**src/logic/coherence_pkg.sv**
```systemverilog
package coherence_pkg;

	// data and address word of both buses
	typedef logic [31:0] word_t;

	// cache ports on the bus
	// port vectors are indexed by cache number
	parameter int NUM_CACHES = 2;

	// default wait cycles of the memory model
	parameter int DEFAULT_MEM_LATENCY = 2;

	// bus controller states
	typedef enum logic [2:0] {
		// idle, waiting for any request level
		REQUEST,
		// pick the cache to serve
		ARBITRATE,
		// snoop the other cache
		SNOOP,
		// other cache holds a dirty copy, write it back first
		MODIFIED_WB,
		// plain write-back of the granted cache
		MEMORY_WB,
		// fetch the word from memory
		MEMORY_READ,
		// hand the read word to the requester
		COMPLETE
	} bus_state_t;

endpackage

```
**src/logic/cache_ctrl_if.sv**
```systemverilog
`timescale 1ns/10ps

interface cache_ctrl_if;

	// request levels, one bit per cache
	// held until the cache sees its dwait low
	logic [coherence_pkg::NUM_CACHES-1:0] dren;
	logic [coherence_pkg::NUM_CACHES-1:0] dwen;
	logic [coherence_pkg::NUM_CACHES-1:0] ccwrite;

	// address and store data per cache
	coherence_pkg::word_t [coherence_pkg::NUM_CACHES-1:0] daddr;
	coherence_pkg::word_t [coherence_pkg::NUM_CACHES-1:0] dstore;

	// idle high, one low cycle ends a request
	logic [coherence_pkg::NUM_CACHES-1:0] dwait;
	// read word, valid while dwait is low
	coherence_pkg::word_t [coherence_pkg::NUM_CACHES-1:0] dload;

	// snoop side toward each cache
	logic [coherence_pkg::NUM_CACHES-1:0] ccwait;
	logic [coherence_pkg::NUM_CACHES-1:0] ccinv;
	coherence_pkg::word_t [coherence_pkg::NUM_CACHES-1:0] ccsnoopaddr;

	// bus controller side
	modport cc (
		input dren, dwen, ccwrite, daddr, dstore,
		output dwait, dload, ccwait, ccinv, ccsnoopaddr
	);

	// top level side, fed from the cache ports
	modport top (
		output dren, dwen, ccwrite, daddr, dstore,
		input dwait, dload, ccwait, ccinv, ccsnoopaddr
	);

endinterface

```
**src/logic/bus_mem_if.sv**
```systemverilog
`timescale 1ns/10ps

interface bus_mem_if;

	// request, held steady until dwait is low
	logic ren;
	logic wen;
	coherence_pkg::word_t addr;
	coherence_pkg::word_t store;

	// memory answer
	// dwait low for exactly one cycle, load valid on that cycle
	coherence_pkg::word_t load;
	logic dwait;

	modport bus_con (
		output ren, wen, addr, store,
		input load, dwait
	);

	modport mem (
		input ren, wen, addr, store,
		output load, dwait
	);

endinterface

```
**src/logic/bus_control.sv**
```systemverilog
`timescale 1ns/10ps

module bus_control (
	input logic CLK,
	input logic nRST,
	cache_ctrl_if.cc ccif,
	bus_mem_if.bus_con bmif
);

	coherence_pkg::bus_state_t state, next_state;
	// last granted cache, round-robin pointer
	logic granted, next_granted;
	// winner of this cycle's arbitration
	logic arb_pick;
	// cache the bus currently works for
	logic cur;
	// any request level per cache
	logic [coherence_pkg::NUM_CACHES-1:0] req;
	// read word kept for COMPLETE
	coherence_pkg::word_t return_val;

	assign req = ccif.dren | ccif.dwen | ccif.ccwrite;

	// on a tie the cache not served last wins
	always_comb begin
		if (req[0] && req[1]) begin
			arb_pick = !granted;
		end else begin
			arb_pick = req[1];
		end
	end

	// grant takes effect already in ARBITRATE
	assign cur = (state == coherence_pkg::ARBITRATE) ? arb_pick : granted;

	always_ff @(posedge CLK, negedge nRST) begin
		if (!nRST) begin
			state <= coherence_pkg::REQUEST;
			granted <= 1'b0;
		end else begin
			state <= next_state;
			granted <= next_granted;
		end
	end

	// capture memory load on the last read cycle
	always_ff @(posedge CLK) begin
		if (state == coherence_pkg::MEMORY_READ && !bmif.dwait) begin
			return_val <= bmif.load;
		end
	end

	always_comb begin
		next_state = state;
		next_granted = granted;

		// idle values toward caches
		ccif.dwait = '1;
		ccif.dload = '0;
		ccif.ccinv = '0;
		ccif.ccsnoopaddr = '0;
		// other cache held off while a transaction runs
		ccif.ccwait = '1;
		ccif.ccwait[cur] = 1'b0;

		// memory idle
		bmif.ren = 1'b0;
		bmif.wen = 1'b0;
		bmif.addr = '0;
		bmif.store = '0;

		case (state)
			coherence_pkg::REQUEST: begin
				// no snoop traffic while idle
				ccif.ccwait = '0;
				if (|req) begin
					next_state = coherence_pkg::ARBITRATE;
				end
			end

			coherence_pkg::ARBITRATE: begin
				next_granted = arb_pick;
				// reads and write-intents go through a snoop
				if (ccif.dren[arb_pick] || ccif.ccwrite[arb_pick]) begin
					next_state = coherence_pkg::SNOOP;
				end else begin
					next_state = coherence_pkg::MEMORY_WB;
				end
			end

			coherence_pkg::SNOOP: begin
				ccif.ccsnoopaddr[0] = ccif.daddr[granted];
				ccif.ccsnoopaddr[1] = ccif.daddr[granted];
				if (ccif.ccwrite[granted] && !ccif.dren[granted]) begin
					// write-intent, kill the other copy and finish
					ccif.ccinv[!granted] = 1'b1;
					ccif.dwait[granted] = 1'b0;
					next_state = coherence_pkg::REQUEST;
				end else if (ccif.ccwrite[!granted]) begin
					// other cache has it dirty
					next_state = coherence_pkg::MODIFIED_WB;
				end else begin
					next_state = coherence_pkg::MEMORY_READ;
				end
			end

			coherence_pkg::MODIFIED_WB: begin
				// other cache's data lands at the requester's address
				bmif.wen = 1'b1;
				bmif.addr = ccif.daddr[granted];
				bmif.store = ccif.dstore[!granted];
				if (!bmif.dwait) begin
					next_state = coherence_pkg::MEMORY_READ;
				end
			end

			coherence_pkg::MEMORY_WB: begin
				bmif.wen = 1'b1;
				bmif.addr = ccif.daddr[granted];
				bmif.store = ccif.dstore[granted];
				// requester released on the memory's ack cycle
				ccif.dwait[granted] = bmif.dwait;
				if (!bmif.dwait) begin
					next_state = coherence_pkg::REQUEST;
				end
			end

			coherence_pkg::MEMORY_READ: begin
				bmif.ren = 1'b1;
				bmif.addr = ccif.daddr[granted];
				if (!bmif.dwait) begin
					next_state = coherence_pkg::COMPLETE;
				end
			end

			coherence_pkg::COMPLETE: begin
				ccif.dwait[granted] = 1'b0;
				ccif.dload[granted] = return_val;
				next_state = coherence_pkg::REQUEST;
			end

			default: begin
				next_state = coherence_pkg::REQUEST;
			end
		endcase
	end

endmodule

```
**src/flat_wrapper.sv**
```systemverilog
// flat-port wrapper written by rule: the top's interface ports become plain ports
module bus_control_flat 
  (CLK, nRST, ccif_dren, ccif_dwen, ccif_ccwrite, ccif_daddr, ccif_dstore, ccif_dwait, ccif_dload, ccif_ccwait, ccif_ccinv, ccif_ccsnoopaddr, bmif_ren, bmif_wen, bmif_addr, bmif_store, bmif_load, bmif_dwait);
  cache_ctrl_if ccif_i ();
  bus_mem_if bmif_i ();
  input logic CLK;
  input logic nRST;
  input wire logic [$bits(ccif_i.dren)-1:0] ccif_dren;
  input wire logic [$bits(ccif_i.dwen)-1:0] ccif_dwen;
  input wire logic [$bits(ccif_i.ccwrite)-1:0] ccif_ccwrite;
  input wire logic [$bits(ccif_i.daddr)-1:0] ccif_daddr;
  input wire logic [$bits(ccif_i.dstore)-1:0] ccif_dstore;
  output wire logic [$bits(ccif_i.dwait)-1:0] ccif_dwait;
  output wire logic [$bits(ccif_i.dload)-1:0] ccif_dload;
  output wire logic [$bits(ccif_i.ccwait)-1:0] ccif_ccwait;
  output wire logic [$bits(ccif_i.ccinv)-1:0] ccif_ccinv;
  output wire logic [$bits(ccif_i.ccsnoopaddr)-1:0] ccif_ccsnoopaddr;
  output wire logic [$bits(bmif_i.ren)-1:0] bmif_ren;
  output wire logic [$bits(bmif_i.wen)-1:0] bmif_wen;
  output wire logic [$bits(bmif_i.addr)-1:0] bmif_addr;
  output wire logic [$bits(bmif_i.store)-1:0] bmif_store;
  input wire logic [$bits(bmif_i.load)-1:0] bmif_load;
  input wire logic [$bits(bmif_i.dwait)-1:0] bmif_dwait;
  assign ccif_i.dren = ccif_dren;
  assign ccif_i.dwen = ccif_dwen;
  assign ccif_i.ccwrite = ccif_ccwrite;
  assign ccif_i.daddr = ccif_daddr;
  assign ccif_i.dstore = ccif_dstore;
  assign ccif_dwait = ccif_i.dwait;
  assign ccif_dload = ccif_i.dload;
  assign ccif_ccwait = ccif_i.ccwait;
  assign ccif_ccinv = ccif_i.ccinv;
  assign ccif_ccsnoopaddr = ccif_i.ccsnoopaddr;
  assign bmif_ren = bmif_i.ren;
  assign bmif_wen = bmif_i.wen;
  assign bmif_addr = bmif_i.addr;
  assign bmif_store = bmif_i.store;
  assign bmif_i.load = bmif_load;
  assign bmif_i.dwait = bmif_dwait;
  bus_control u_core (.CLK(CLK), .nRST(nRST), .ccif(ccif_i), .bmif(bmif_i));
endmodule
```
**config.mk**
```make
export PLATFORM = sky130hd
export DESIGN_NAME = bus_control_flat
export DESIGN_NICKNAME = d
export VERILOG_FILES = /design/src/logic/coherence_pkg.sv /design/src/logic/cache_ctrl_if.sv /design/src/logic/bus_mem_if.sv /design/src/logic/bus_control.sv /design/src/flat_wrapper.sv
export SDC_FILE = /design/constraint.sdc
export NUM_CORES = 1
export LEC_CHECK = 0
export BUFFER_PORTS_ARGS = -buffer_cell sky130_fd_sc_hd__clkbuf_2
export CAP_MARGIN = 20
export CORE_AREA = 3 3 143 145
export DETAILED_ROUTE_END_ITERATION = 8
export DIE_AREA = 0 0 146 148
export GPL_TIMING_DRIVEN = 0
export HOLD_SLACK_MARGIN = 0.08
export MAX_ROUTING_LAYER = met4
export PLACE_DENSITY = 0.57
export SETUP_SLACK_MARGIN = 0.02
export SYNTH_ARGS = -nofsm -noshare
export SYNTH_HDL_FRONTEND = slang
export SYNTH_SLANG_ARGS = --single-unit
```
**constraint.sdc**
```tcl
create_clock -name CLK -period 4.5 [get_ports CLK]
set_clock_uncertainty 0.2 [all_clocks]
set_input_delay 0.225 -clock CLK [delete_from_list [all_inputs] [get_ports CLK]]
set_output_delay 0.225 -clock CLK [all_outputs]
set_load 0.01 [all_outputs]
```
==> results.yml, run 1 <==
floorplan:
  start_util_pct: 19.40
  fp.dieW_um: 146
  rows: 51
  die_h_um: 148
  io-pin-count: 369
  dieArea_um2: 21610
  core_area_um2: 19330
cells_and_area:
  antennaDiodeCount: 0
  drive_above_1_share_pct: 57.52
  final_util_pct: 33.13
  ff_latch_area_um2: 1061
  multi_input_area_um2: 2205
  nFillCells: 2066
  nets: 999
  syn_to_final_growth_pct: 70.75
cts:
  clock-sinks: 36
  postCtsSetupBuffers: 0
  cts_buffers: 5
  clk_path_buf_depth: 2
  cts_tree: "yes"
  htree_levels: 2
  root_buffer: "clkbuf_16"
  insertion_delay_ps: 270
  path_clk_slew_ps: 50
placement:
  post-place-ws_ps: 2080
  gp_congestion: 0.8386
  port_buffers: 368
  post-dp-hpwl_mm: 14.57
logic_synthesis:
  ys.warnings.count: 0
  synth_top_area_share_pct: 25.62
  syn_area_per_cell_um2: 8.889
  synth_top_area_cell: "edfxtp_1"
  async_reset_ff_share_pct: 11.11
  yosys-top-cells-area: "edfxtp_1 26%, a221oi_2 12%, and2_1 11%"
  yosys.cell_types.count: 42
  synth_ff_type: "edfxtp_1"
  synth_seq_cells: 36
  syn_nets: 591
  syn_area_um2: 3751
  synth_edf_count: 32
  syn_inst: 422
  yosysSeqAreaShare_pct: 28.29
timing:
  rsz0062_at_grt: "no"
  fin_crit_sh_pct: 60.74
  holdWs_ps: 115.2
  clock.fmax_mhz: 365.8
  finalWorstSetupSlack_ps: 1767
  final_hold_viol_count: 0
  fin_tns_setup_ps: 0
  tightest_slew_ps: 905.6
  setup_violations: 0
  max-slew-margin-rel_pct: 39.50
  drv_slew: 0
  min_period_ps: 2733
pwr:
  p_leak_nw: 3.378
  peakVddDrop_mv: 0.2186
  powerDensity_nw_per_um2: 524.6
  p_total_mw: 3.360
global_route:
  grt_pass1_wl_mm: 26.16
  track_usage_pct: 15.36
  overflow: 0
  antenna_found_initial: 0
  grt_pass1_vias: 4639
  grt_start_max_net_pins: 33
critical_path:
  path_max_fanout: 10
  cp.depth: 7
  arrival_ps: 2310
  path_buf_inv: 5
  criticalPathCategory: "reg -> out"
  rrSetupSlack_ps: 2150
  cp_common_cell: "buf_2"
  reg2reg_to: "u_core.return_val[15]"
  cp.required_ps: 4070
  worst_path_max_delay_cell: "dfrtp_1"
  rr_worst_depth: 3
  cp_slowest_stage_delay_ps: 380
  r2r-start: "u_core.state[2]"
  cp_top_family: "buffers and inverters"
  cp-end-kind: "output port"
  crit_chain: "buf_2 -> or3b_1 -> buf_2 -> clkbuf_1 -> nor2_1 -> buf_4 -> clkbuf_2"
  crit_path_start_kind: "flip-flop"
drt:
  drt_pass1_iterations: 4
  first_iter_violations: 209
  wirelength_mm: 17.70
  avgRoutedWirePerCell_um: 16.15
  post-route-drc-count: 0
  dr_total_vias: 4765
  final_antenna_net_count: 0
  via_per_inst: 4.348
run:
  cap_violations: 0
run_status:
  status: "complete, no violations"
worst_hold_path:
  hold_path_class: "in -> async"
repair_timing:
item,4_1_cts,5_1_grt
hold buffers,33,0
hold endpoints to repair,36,0
gates resized for setup,0,0
layer usage:
layer  wire (um)  vias to the layer above  track usage (%)
met5           0                        -                -
met4          93                        0            1.976
met3        1367                        6            3.035
met2        8337                      218            25.38
met1        7904                     2219            20.19
li1            -                     2322                -
Yosys cell counts (2+ instances only):
cell type  count
nor2_1       101
and2_1        66
buf_4         35
edfxtp_1      32
mux2i_1       32
a221oi_1      31
a221oi_2      31
buf_2         16
clkbuf_1      14
buf_6          7
a21oi_1        6
nor3_1         6
dfrtp_1        4
mux2_2         4
nand2_1        3
o21ai_0        3
buf_1          2
inv_1          2
nor2b_1        2
nor4_2         2
or3_1          2
cell usage in the layout, fill, tap and decap left out, drive strengths merged:
cell	instances
buf	60
or4b	1
nor3	6
a22oi	2
a21oi	7
o311a	1
and3	1
and3b	1
nor3b	1
clkinv	2
nand2	3
and2	67
edfxtp	32
nor2	101
or3	2
o21ai	4
dlygate4sd3	33
clkbuf	387
nand3	1
o211ai	1
a21boi	1
o22ai	1
inv	4
nand3b	1
or3b	1
mux2	4
dfrtp	4
nor2b	3
a221oi	62
nand4	1
a22o	1
nor4	2
or2	1
mux2i	32
worst max path at each step:
stage	from	to	slack [ps]
finish	u_core.state[0]	ccif_ccsnoopaddr[50]	1770
global route	u_core.state[2]	bmif_store[22]	1570
CTS	u_core.state[0]	ccif_ccsnoopaddr[49]	1770
detailed placement	u_core.state[0]	ccif_ccsnoopaddr[49]	2080
global placement	u_core.state[2]	u_core.return_val[20]	750
floorplan	u_core.state[2]	u_core.return_val[0]	1490
layout make-up:
cell class | count | share of cell area [%]
Buffer | 74 | 7.521
Clock buffer | 5 | 1.954
Clock inverter | 3 | 0.2735
Inverter | 3 | 0.1758
Multi-Input combinational cell | 309 | 34.42
Sequential cell | 36 | 16.57
Tap cell | 265 | 5.177
Timing Repair Buffer | 401 | 33.91
logic make-up (layout without fill, tap and decap cells):
kind of cell	count (synthesis)	after routing	share of synthesized area, %
AOI/OAI and AO/OA	80	80	22.82
buffers and inverters	77	486	13.14
DFF	36	36	28.29
muxes	36	36	9.740
and+or+nand+nor	193	193	26.02
state kept, by name, indices dropped and copies added (netlist names):
signal / flops
u_core.granted: 1
u_core.return_val: 32
u_core.state: 3
power by group:
group	internal [mW]	leakage [nW]	switching, mW
logic	1.06	2.97	1.52
clock network	0.204	0.0716	0.131
registers	0.421	0.339	0.0268
per-stage QoR:
stage / std cells / area, um^2
3_3_place_gp: 1055 / 5924
4_1_cts: 1096 / 6405
2_1_floorplan: 422 / 3751
3_5_place_dp: 1055 / 5932
5_1_grt: 1096 / 6405
6_report: 1096 / 6405
Note: power is estimated with default switching activity, not from simulation.
==> run 2: changes to the inputs <==
--- a/config.mk
+++ b/config.mk
@@ -7,9 +7,9 @@
 export LEC_CHECK = 0
 export BUFFER_PORTS_ARGS = -buffer_cell sky130_fd_sc_hd__clkbuf_2
 export CAP_MARGIN = 20
-export CORE_AREA = 3 3 143 145
+export CORE_AREA = 3 3 144 146
 export DETAILED_ROUTE_END_ITERATION = 8
-export DIE_AREA = 0 0 146 148
+export DIE_AREA = 0 0 147 149
 export GPL_TIMING_DRIVEN = 0
 export HOLD_SLACK_MARGIN = 0.08
 export MAX_ROUTING_LAYER = met4
==> constraint.sdc (replaced) <==
create_clock -name CLK -period 2.85 [get_ports CLK]
set_clock_uncertainty 0.2 [all_clocks]
set_input_delay 0.1425 -clock CLK [delete_from_list [all_inputs] [get_ports CLK]]
set_output_delay 0.1425 -clock CLK [all_outputs]
set_load 0.01 [all_outputs]
==> run 2 against run 1 <==
Effect of this change: critical path depth stayed put; sequential share of layout area down 0.058 points; count of clock-buffer cells in the layout is the same; non-clock buffer count rose by 2; register-to-register slack lost 1600 ps; first-iteration DRC count grew 0.96%; die area rose by 1.4%; largest power group unchanged; sequential power rose by 58%; worst setup slack worse by 1600 ps; sequential cell count unchanged; core utilization decreased by 0.21 points.
==> results.yml, run 2 (synthesis results as in run 1) <==
timing:
  min_period_ps: 2702
  final_hold_viol_count: 0
  fin_tns_setup_ps: 0
  finalWorstSetupSlack_ps: 148.1
  fin_crit_sh_pct: 94.80
  max-slew-margin-rel_pct: 39.53
  clock.fmax_mhz: 370.1
  tightest_slew_ps: 905.2
  holdWs_ps: 90.64
  rsz0062_at_grt: "yes"
  setup_violations: 0
  drv_slew: 0
cells_and_area:
  antennaDiodeCount: 0
  nFillCells: 2085
  drive_above_1_share_pct: 57.50
  fin_cells: 1098
  syn_to_final_growth_pct: 71.35
  layout_commonest_cell: "clkbuf_2"
  final_util_pct: 32.92
  final_cell_area_um2: 6427
  regMostFlops: "u_core.return_val"
  layout_common_cells: "368 x clkbuf_2, 100 x nor2_1, 66 x and2_1, 35 x buf_4, 35 x dlygate4sd3_1"
  top_regs: "u_core.return_val (32), u_core.state (3), u_core.granted (1)"
  nets: 1001
  largest_register_ffs: 32
worst_hold_path:
  min_to: "u_core.state[1]"
  hold_path_depth: 4
  hold_path_class: "in -> reg"
  hp-start: "ccif_dwen[0]"
pwr:
  p_total_mw: 5.287
  p_sw_mw: 2.626
  p_sw_share_pct: 49.67
  p_leak_nw: 3.386
  powerDensity_nw_per_um2: 822.5
  peakVddDrop_mv: 0.3010
  seqPwrFrac_pct: 13.4
  power_frac_comb_pct: 76.5
  pwr-share-clk_pct: 10.1
  p_int_mw: 2.661
floorplan:
  rows: 51
  die_h_um: 149
  core_area_um2: 19530
  fp.dieW_um: 147
  start_util_pct: 19.21
  dieArea_um2: 21900
  io-pin-count: 369
critical_path:
  r2r-start: "u_core.state[2]"
  rr_worst_depth: 3
  arrival_ps: 2360
  path_max_fanout: 10
  criticalPathCategory: "reg -> out"
  crit_path_start_kind: "flip-flop"
  rrSetupSlack_ps: 510
  cp.required_ps: 2510
  cp-end-kind: "output port"
  reg2reg_to: "u_core.return_val[21]"
cts:
  cts_tree: "yes"
  path_clk_slew_ps: 50
  clk_path_buf_depth: 2
  insertion_delay_ps: 270
  postCtsSetupBuffers: 0
  cts_buffers: 5
  clock-sinks: 36
  root_buffer: "clkbuf_16"
  htree_levels: 2
placement:
  post-dp-hpwl_mm: 14.37
  placed_cell_area_um2: 5932
  post-place-ws_ps: 454.3
  dp.cells: 1055
  port_buffers: 368
  gp_congestion: 0.8279
drt:
  avgRoutedWirePerCell_um: 15.90
  first_iter_violations: 211
  wirelength_mm: 17.46
  dr_total_vias: 4779
  post-route-drc-count: 0
  drt_pass1_iterations: 4
  via_per_inst: 4.352
  final_antenna_net_count: 0
global_route:
  track_usage_pct: 15.06
  grt_start_max_net_pins: 33
  grt_pass1_wl_mm: 26.16
  overflow: 0
  antenna_found_initial: 0
  grt_pass1_vias: 4662
run_status:
  status: "complete, no violations"
run:
  cap_violations: 0
-- run 2: cell count changes in the layout (fill, tap and decap cells not counted) --
cell           change
dlygate4sd3_1      +2
nor2_1             -1
nor2_2             +1
-- run 2: worst max path at each step --
stage | startpoint | endpoint | cells after the start
finish | u_core.state[0] | ccif_ccsnoopaddr[37] | 7
global route | u_core.state[0] | ccif_ccsnoopaddr[37] | 7
CTS | u_core.state[0] | ccif_ccsnoopaddr[35] | 7
detailed placement | u_core.state[2] | u_core.return_val[27] | 3
global placement | u_core.state[2] | u_core.return_val[15] | 3
floorplan | u_core.state[2] | u_core.return_val[0] | 3
-- run 2: critical path, stage by stage, from the launching register on --
cell,delay [ps]
dfrtp_1,390
buf_2,210
or3b_1,380
buf_2,200
buf_1,290
nor2_1,340
buf_4,170
clkbuf_2,120
-- run 2: what timing repair did --
item                       in CTS  in global routing
resized for setup               0                  1
setup endpoints to repair       0                  1
hold buffers                   35                  0
hold endpoints to repair       37                  0
-- run 2: routing by layer --
layer	vias to the layer above	global-route usage, %	share of wire (%)
met5	-	-	0
met4	0	2.237	1.0
met2	203	25.28	49
met1	2234	19.34	43
met3	14	3.008	7.1
li1	2328	-	-
-- run 2: power by group through the flow --
stage	Clock (mW)	Combinational [mW]	Sequential [mW]
6_report	0.533	4.05	0.708
5_1_grt	0.576	4.43	0.718
4_1_cts	0.548	4.08	0.709
3_5_place_dp	0	4.03	0.718
3_3_place_gp	0	4.02	0.718
2_1_floorplan	0	2.53	0.705
-- run 2: final cells by class --
class                           count  area (um^2)  share of cell area, %
Buffer                             74        481.7                  7.495
Clock buffer                        5        125.1                  1.947
Tap cell                          265        331.6                  5.159
Sequential cell                    36         1061                  16.51
Timing Repair Buffer              403         2192                  34.11
Clock inverter                      3        17.52                 0.2725
Inverter                            3        11.26                 0.1752
Multi-Input combinational cell    309         2207                  34.34
==> run 3: changes to the inputs <==
--- a/config.mk
+++ b/config.mk
@@ -15,6 +15,7 @@
 export MAX_ROUTING_LAYER = met4
 export PLACE_DENSITY = 0.57
 export SETUP_SLACK_MARGIN = 0.02
+export SLEW_MARGIN = 20
 export SYNTH_ARGS = -nofsm -noshare
 export SYNTH_HDL_FRONTEND = slang
 export SYNTH_SLANG_ARGS = --single-unit
==> constraint.sdc (replaced) <==
create_clock -name CLK -period 2.85 [get_ports CLK]
set_clock_uncertainty 0.2 [all_clocks]
set_input_delay 0.4275 -clock CLK [delete_from_list [all_inputs] [get_ports CLK]]
set_output_delay 0.4275 -clock CLK [all_outputs]
set_load 0.01 [all_outputs]
==> run 3 against run 2 <==
Effect of this change: power increased by 2.5%; clock power increased by 1%; global-route usage decreased by 0.21 points; routed wire length decreased by 1.1%; combinational power increased by 3%; sequential cell count unchanged; first-iteration DRC count decreased by 33%; non-clock buffer count decreased by 31; die area unchanged; largest cell class unchanged; largest power group unchanged.
==> results.yml, run 3 (synthesis results as in run 1) <==
run_status:
  status: "complete, no violations"
timing:
  drv_slew: 0
  holdWs_ps: 121.5
  setup_violations: 0
  clock.fmax_mhz: 368.0
  max-slew-margin-rel_pct: 52.28
  final_hold_viol_count: 0
  tightest_slew_ps: 715.8
  fin_crit_sh_pct: 95.34
  fin_tns_setup_ps: 0
  rsz0062_at_grt: "yes"
  min_period_ps: 2717
cts:
  cts_buffers: 5
  htree_levels: 2
  insertion_delay_ps: 270
  clock-sinks: 36
  cts_tree: "yes"
  path_clk_slew_ps: 60
  clk_path_buf_depth: 2
  root_buffer: "clkbuf_16"
drt:
  final_antenna_net_count: 0
  wirelength_mm: 17.27
  drt_pass1_iterations: 4
  dr_total_vias: 4602
  post-route-drc-count: 0
  via_per_inst: 4.313
  first_iter_violations: 141
  avgRoutedWirePerCell_um: 16.19
floorplan:
  die_h_um: 149
  core_area_um2: 19530
  dieArea_um2: 21900
  io-pin-count: 369
  fp.dieW_um: 147
  start_util_pct: 19.21
  rows: 51
pwr:
  p_leak_nw: 3.291
  powerDensity_nw_per_um2: 867.9
  peakVddDrop_mv: 0.3125
cells_and_area:
  nFillCells: 2117
  nets: 970
  drive_above_1_share_pct: 62.84
  layout_commonest_cell: "clkbuf_2"
  top_regs: "u_core.return_val (32), u_core.state (3), u_core.granted (1)"
  largest_register_ffs: 32
  antennaDiodeCount: 0
  layout_common_cells: "371 x clkbuf_2, 87 x nor2_1, 66 x and2_1, 41 x buf_4"
  syn_to_final_growth_pct: 66.51
  multi_input_area_um2: 2280
  regMostFlops: "u_core.return_val"
  ff_latch_area_um2: 1061
critical_path:
  cp-end-kind: "output port"
  criticalPathCategory: "reg -> out"
  cp_common_cell: "buf_4"
  cp_slowest_stage_delay_ps: 390
  crit_path_start_kind: "flip-flop"
  r2r-start: "u_core.state[2]"
  worst_path_max_delay_cell: "dfrtp_1"
  path_max_fanout: 10
  reg2reg_to: "u_core.return_val[15]"
  cp_top_family: "buffers and inverters"
  rrSetupSlack_ps: 790
  rr_worst_depth: 4
  arrival_ps: 2090
  crit_chain: "buf_4 -> or3b_1 -> buf_2 -> buf_4 -> nor2_2 -> buf_4 -> clkbuf_2"
  path_buf_inv: 5
  cp.required_ps: 2220
placement:
  post-dp-hpwl_mm: 14.43
  port_buffers: 368
  gp_congestion: 0.8279
global_route:
  grt_start_max_net_pins: 28
  track_usage_pct: 14.85
  grt_pass1_wl_mm: 25.57
  overflow: 0
  antenna_found_initial: 0
  grt_pass1_vias: 4411
worst_hold_path:
  hp-start: "bmif_load[29]"
  min_to: "u_core.return_val[29]"
  hold_path_class: "in -> reg"
  hold_path_depth: 1
run:
  cap_violations: 0
==> run 3: changes by cell type in the layout (fill, tap and decap cells not counted), sizes merged <==
cell	delta
clkinvlp	+1
clkbuf	+4
buf	-1
inv	-1
dlygate4sd3	-34
==> run 3: per-layer routing <==
metal | global-route usage (%) | up-vias | part of all wire [%]
met5 | - | - | 0
met4 | 2.050 | 0 | 0.69
met3 | 3.069 | 11 | 7.8
met2 | 23.88 | 200 | 48
met1 | 19.92 | 2121 | 43
li1 | - | 2270 | -
==> run 3: worst max path at each step <==
stage	from	end	slack [ps]	depth (start not counted)
floorplan	u_core.state[2]	u_core.return_val[0]	430	3
global placement	u_core.state[2]	u_core.return_val[15]	20	3
detailed placement	u_core.state[0]	ccif_ccsnoopaddr[35]	180	7
CTS	u_core.state[0]	ccif_ccsnoopaddr[59]	10	7
global route	u_core.granted	ccif_ccsnoopaddr[51]	20	6
finish	u_core.state[0]	ccif_ccsnoopaddr[35]	130	7
==> run 3: worst register-to-register path, cell delays in order, from the launching register on <==
cell,delay (ps)
dfrtp_1,450
clkbuf_1,380
and2_1,220
nor2b_4,270
buf_12,230
==> run 3: final cells by class <==
type	count	area share [%]
buffer	74	8.273
clock buffer	5	2.003
sequential	36	16.99
multi-input combinational	309	36.50
tap	265	5.308
clock inverter	3	0.2804
inverter	3	0.2404
timing repair buffer	372	30.41
==> run 3: power by group <==
group          switching [mW]  leakage, nW  internal [mW]  total, mW
clock network           0.217       0.0716          0.322      0.539
registers              0.0489        0.339          0.664      0.713
logic                    2.42         2.88           1.74       4.17
total                    2.69         3.29           2.73       5.42
==> run 3: metrics by stage <==
stage | setup slack, ps | util [%] | power, mW | cells | instance area [um^2]
3_5_place_dp | 176.8 | 30.48 | 4.764 | 1056 | 5952
5_1_grt | 18.02 | 31.99 | 5.876 | 1067 | 6246
3_3_place_gp | 21.56 | 30.35 | 4.741 | 1055 | 5927
4_1_cts | 14.42 | 31.39 | 5.347 | 1065 | 6128
6_report | 132.9 | 31.99 | 5.421 | 1067 | 6246
2_1_floorplan | 431.4 | - | 3.239 | 422 | 3754
==> run 3: repair_timing <==
action | in CTS | in global routing
endpoints found under the setup margin | 26 | 101
buffers inserted | 0 | 2
hold buffers | 1 | 0
gates resized for setup | 7 | 41
endpoints found under the hold margin | 4 | 0
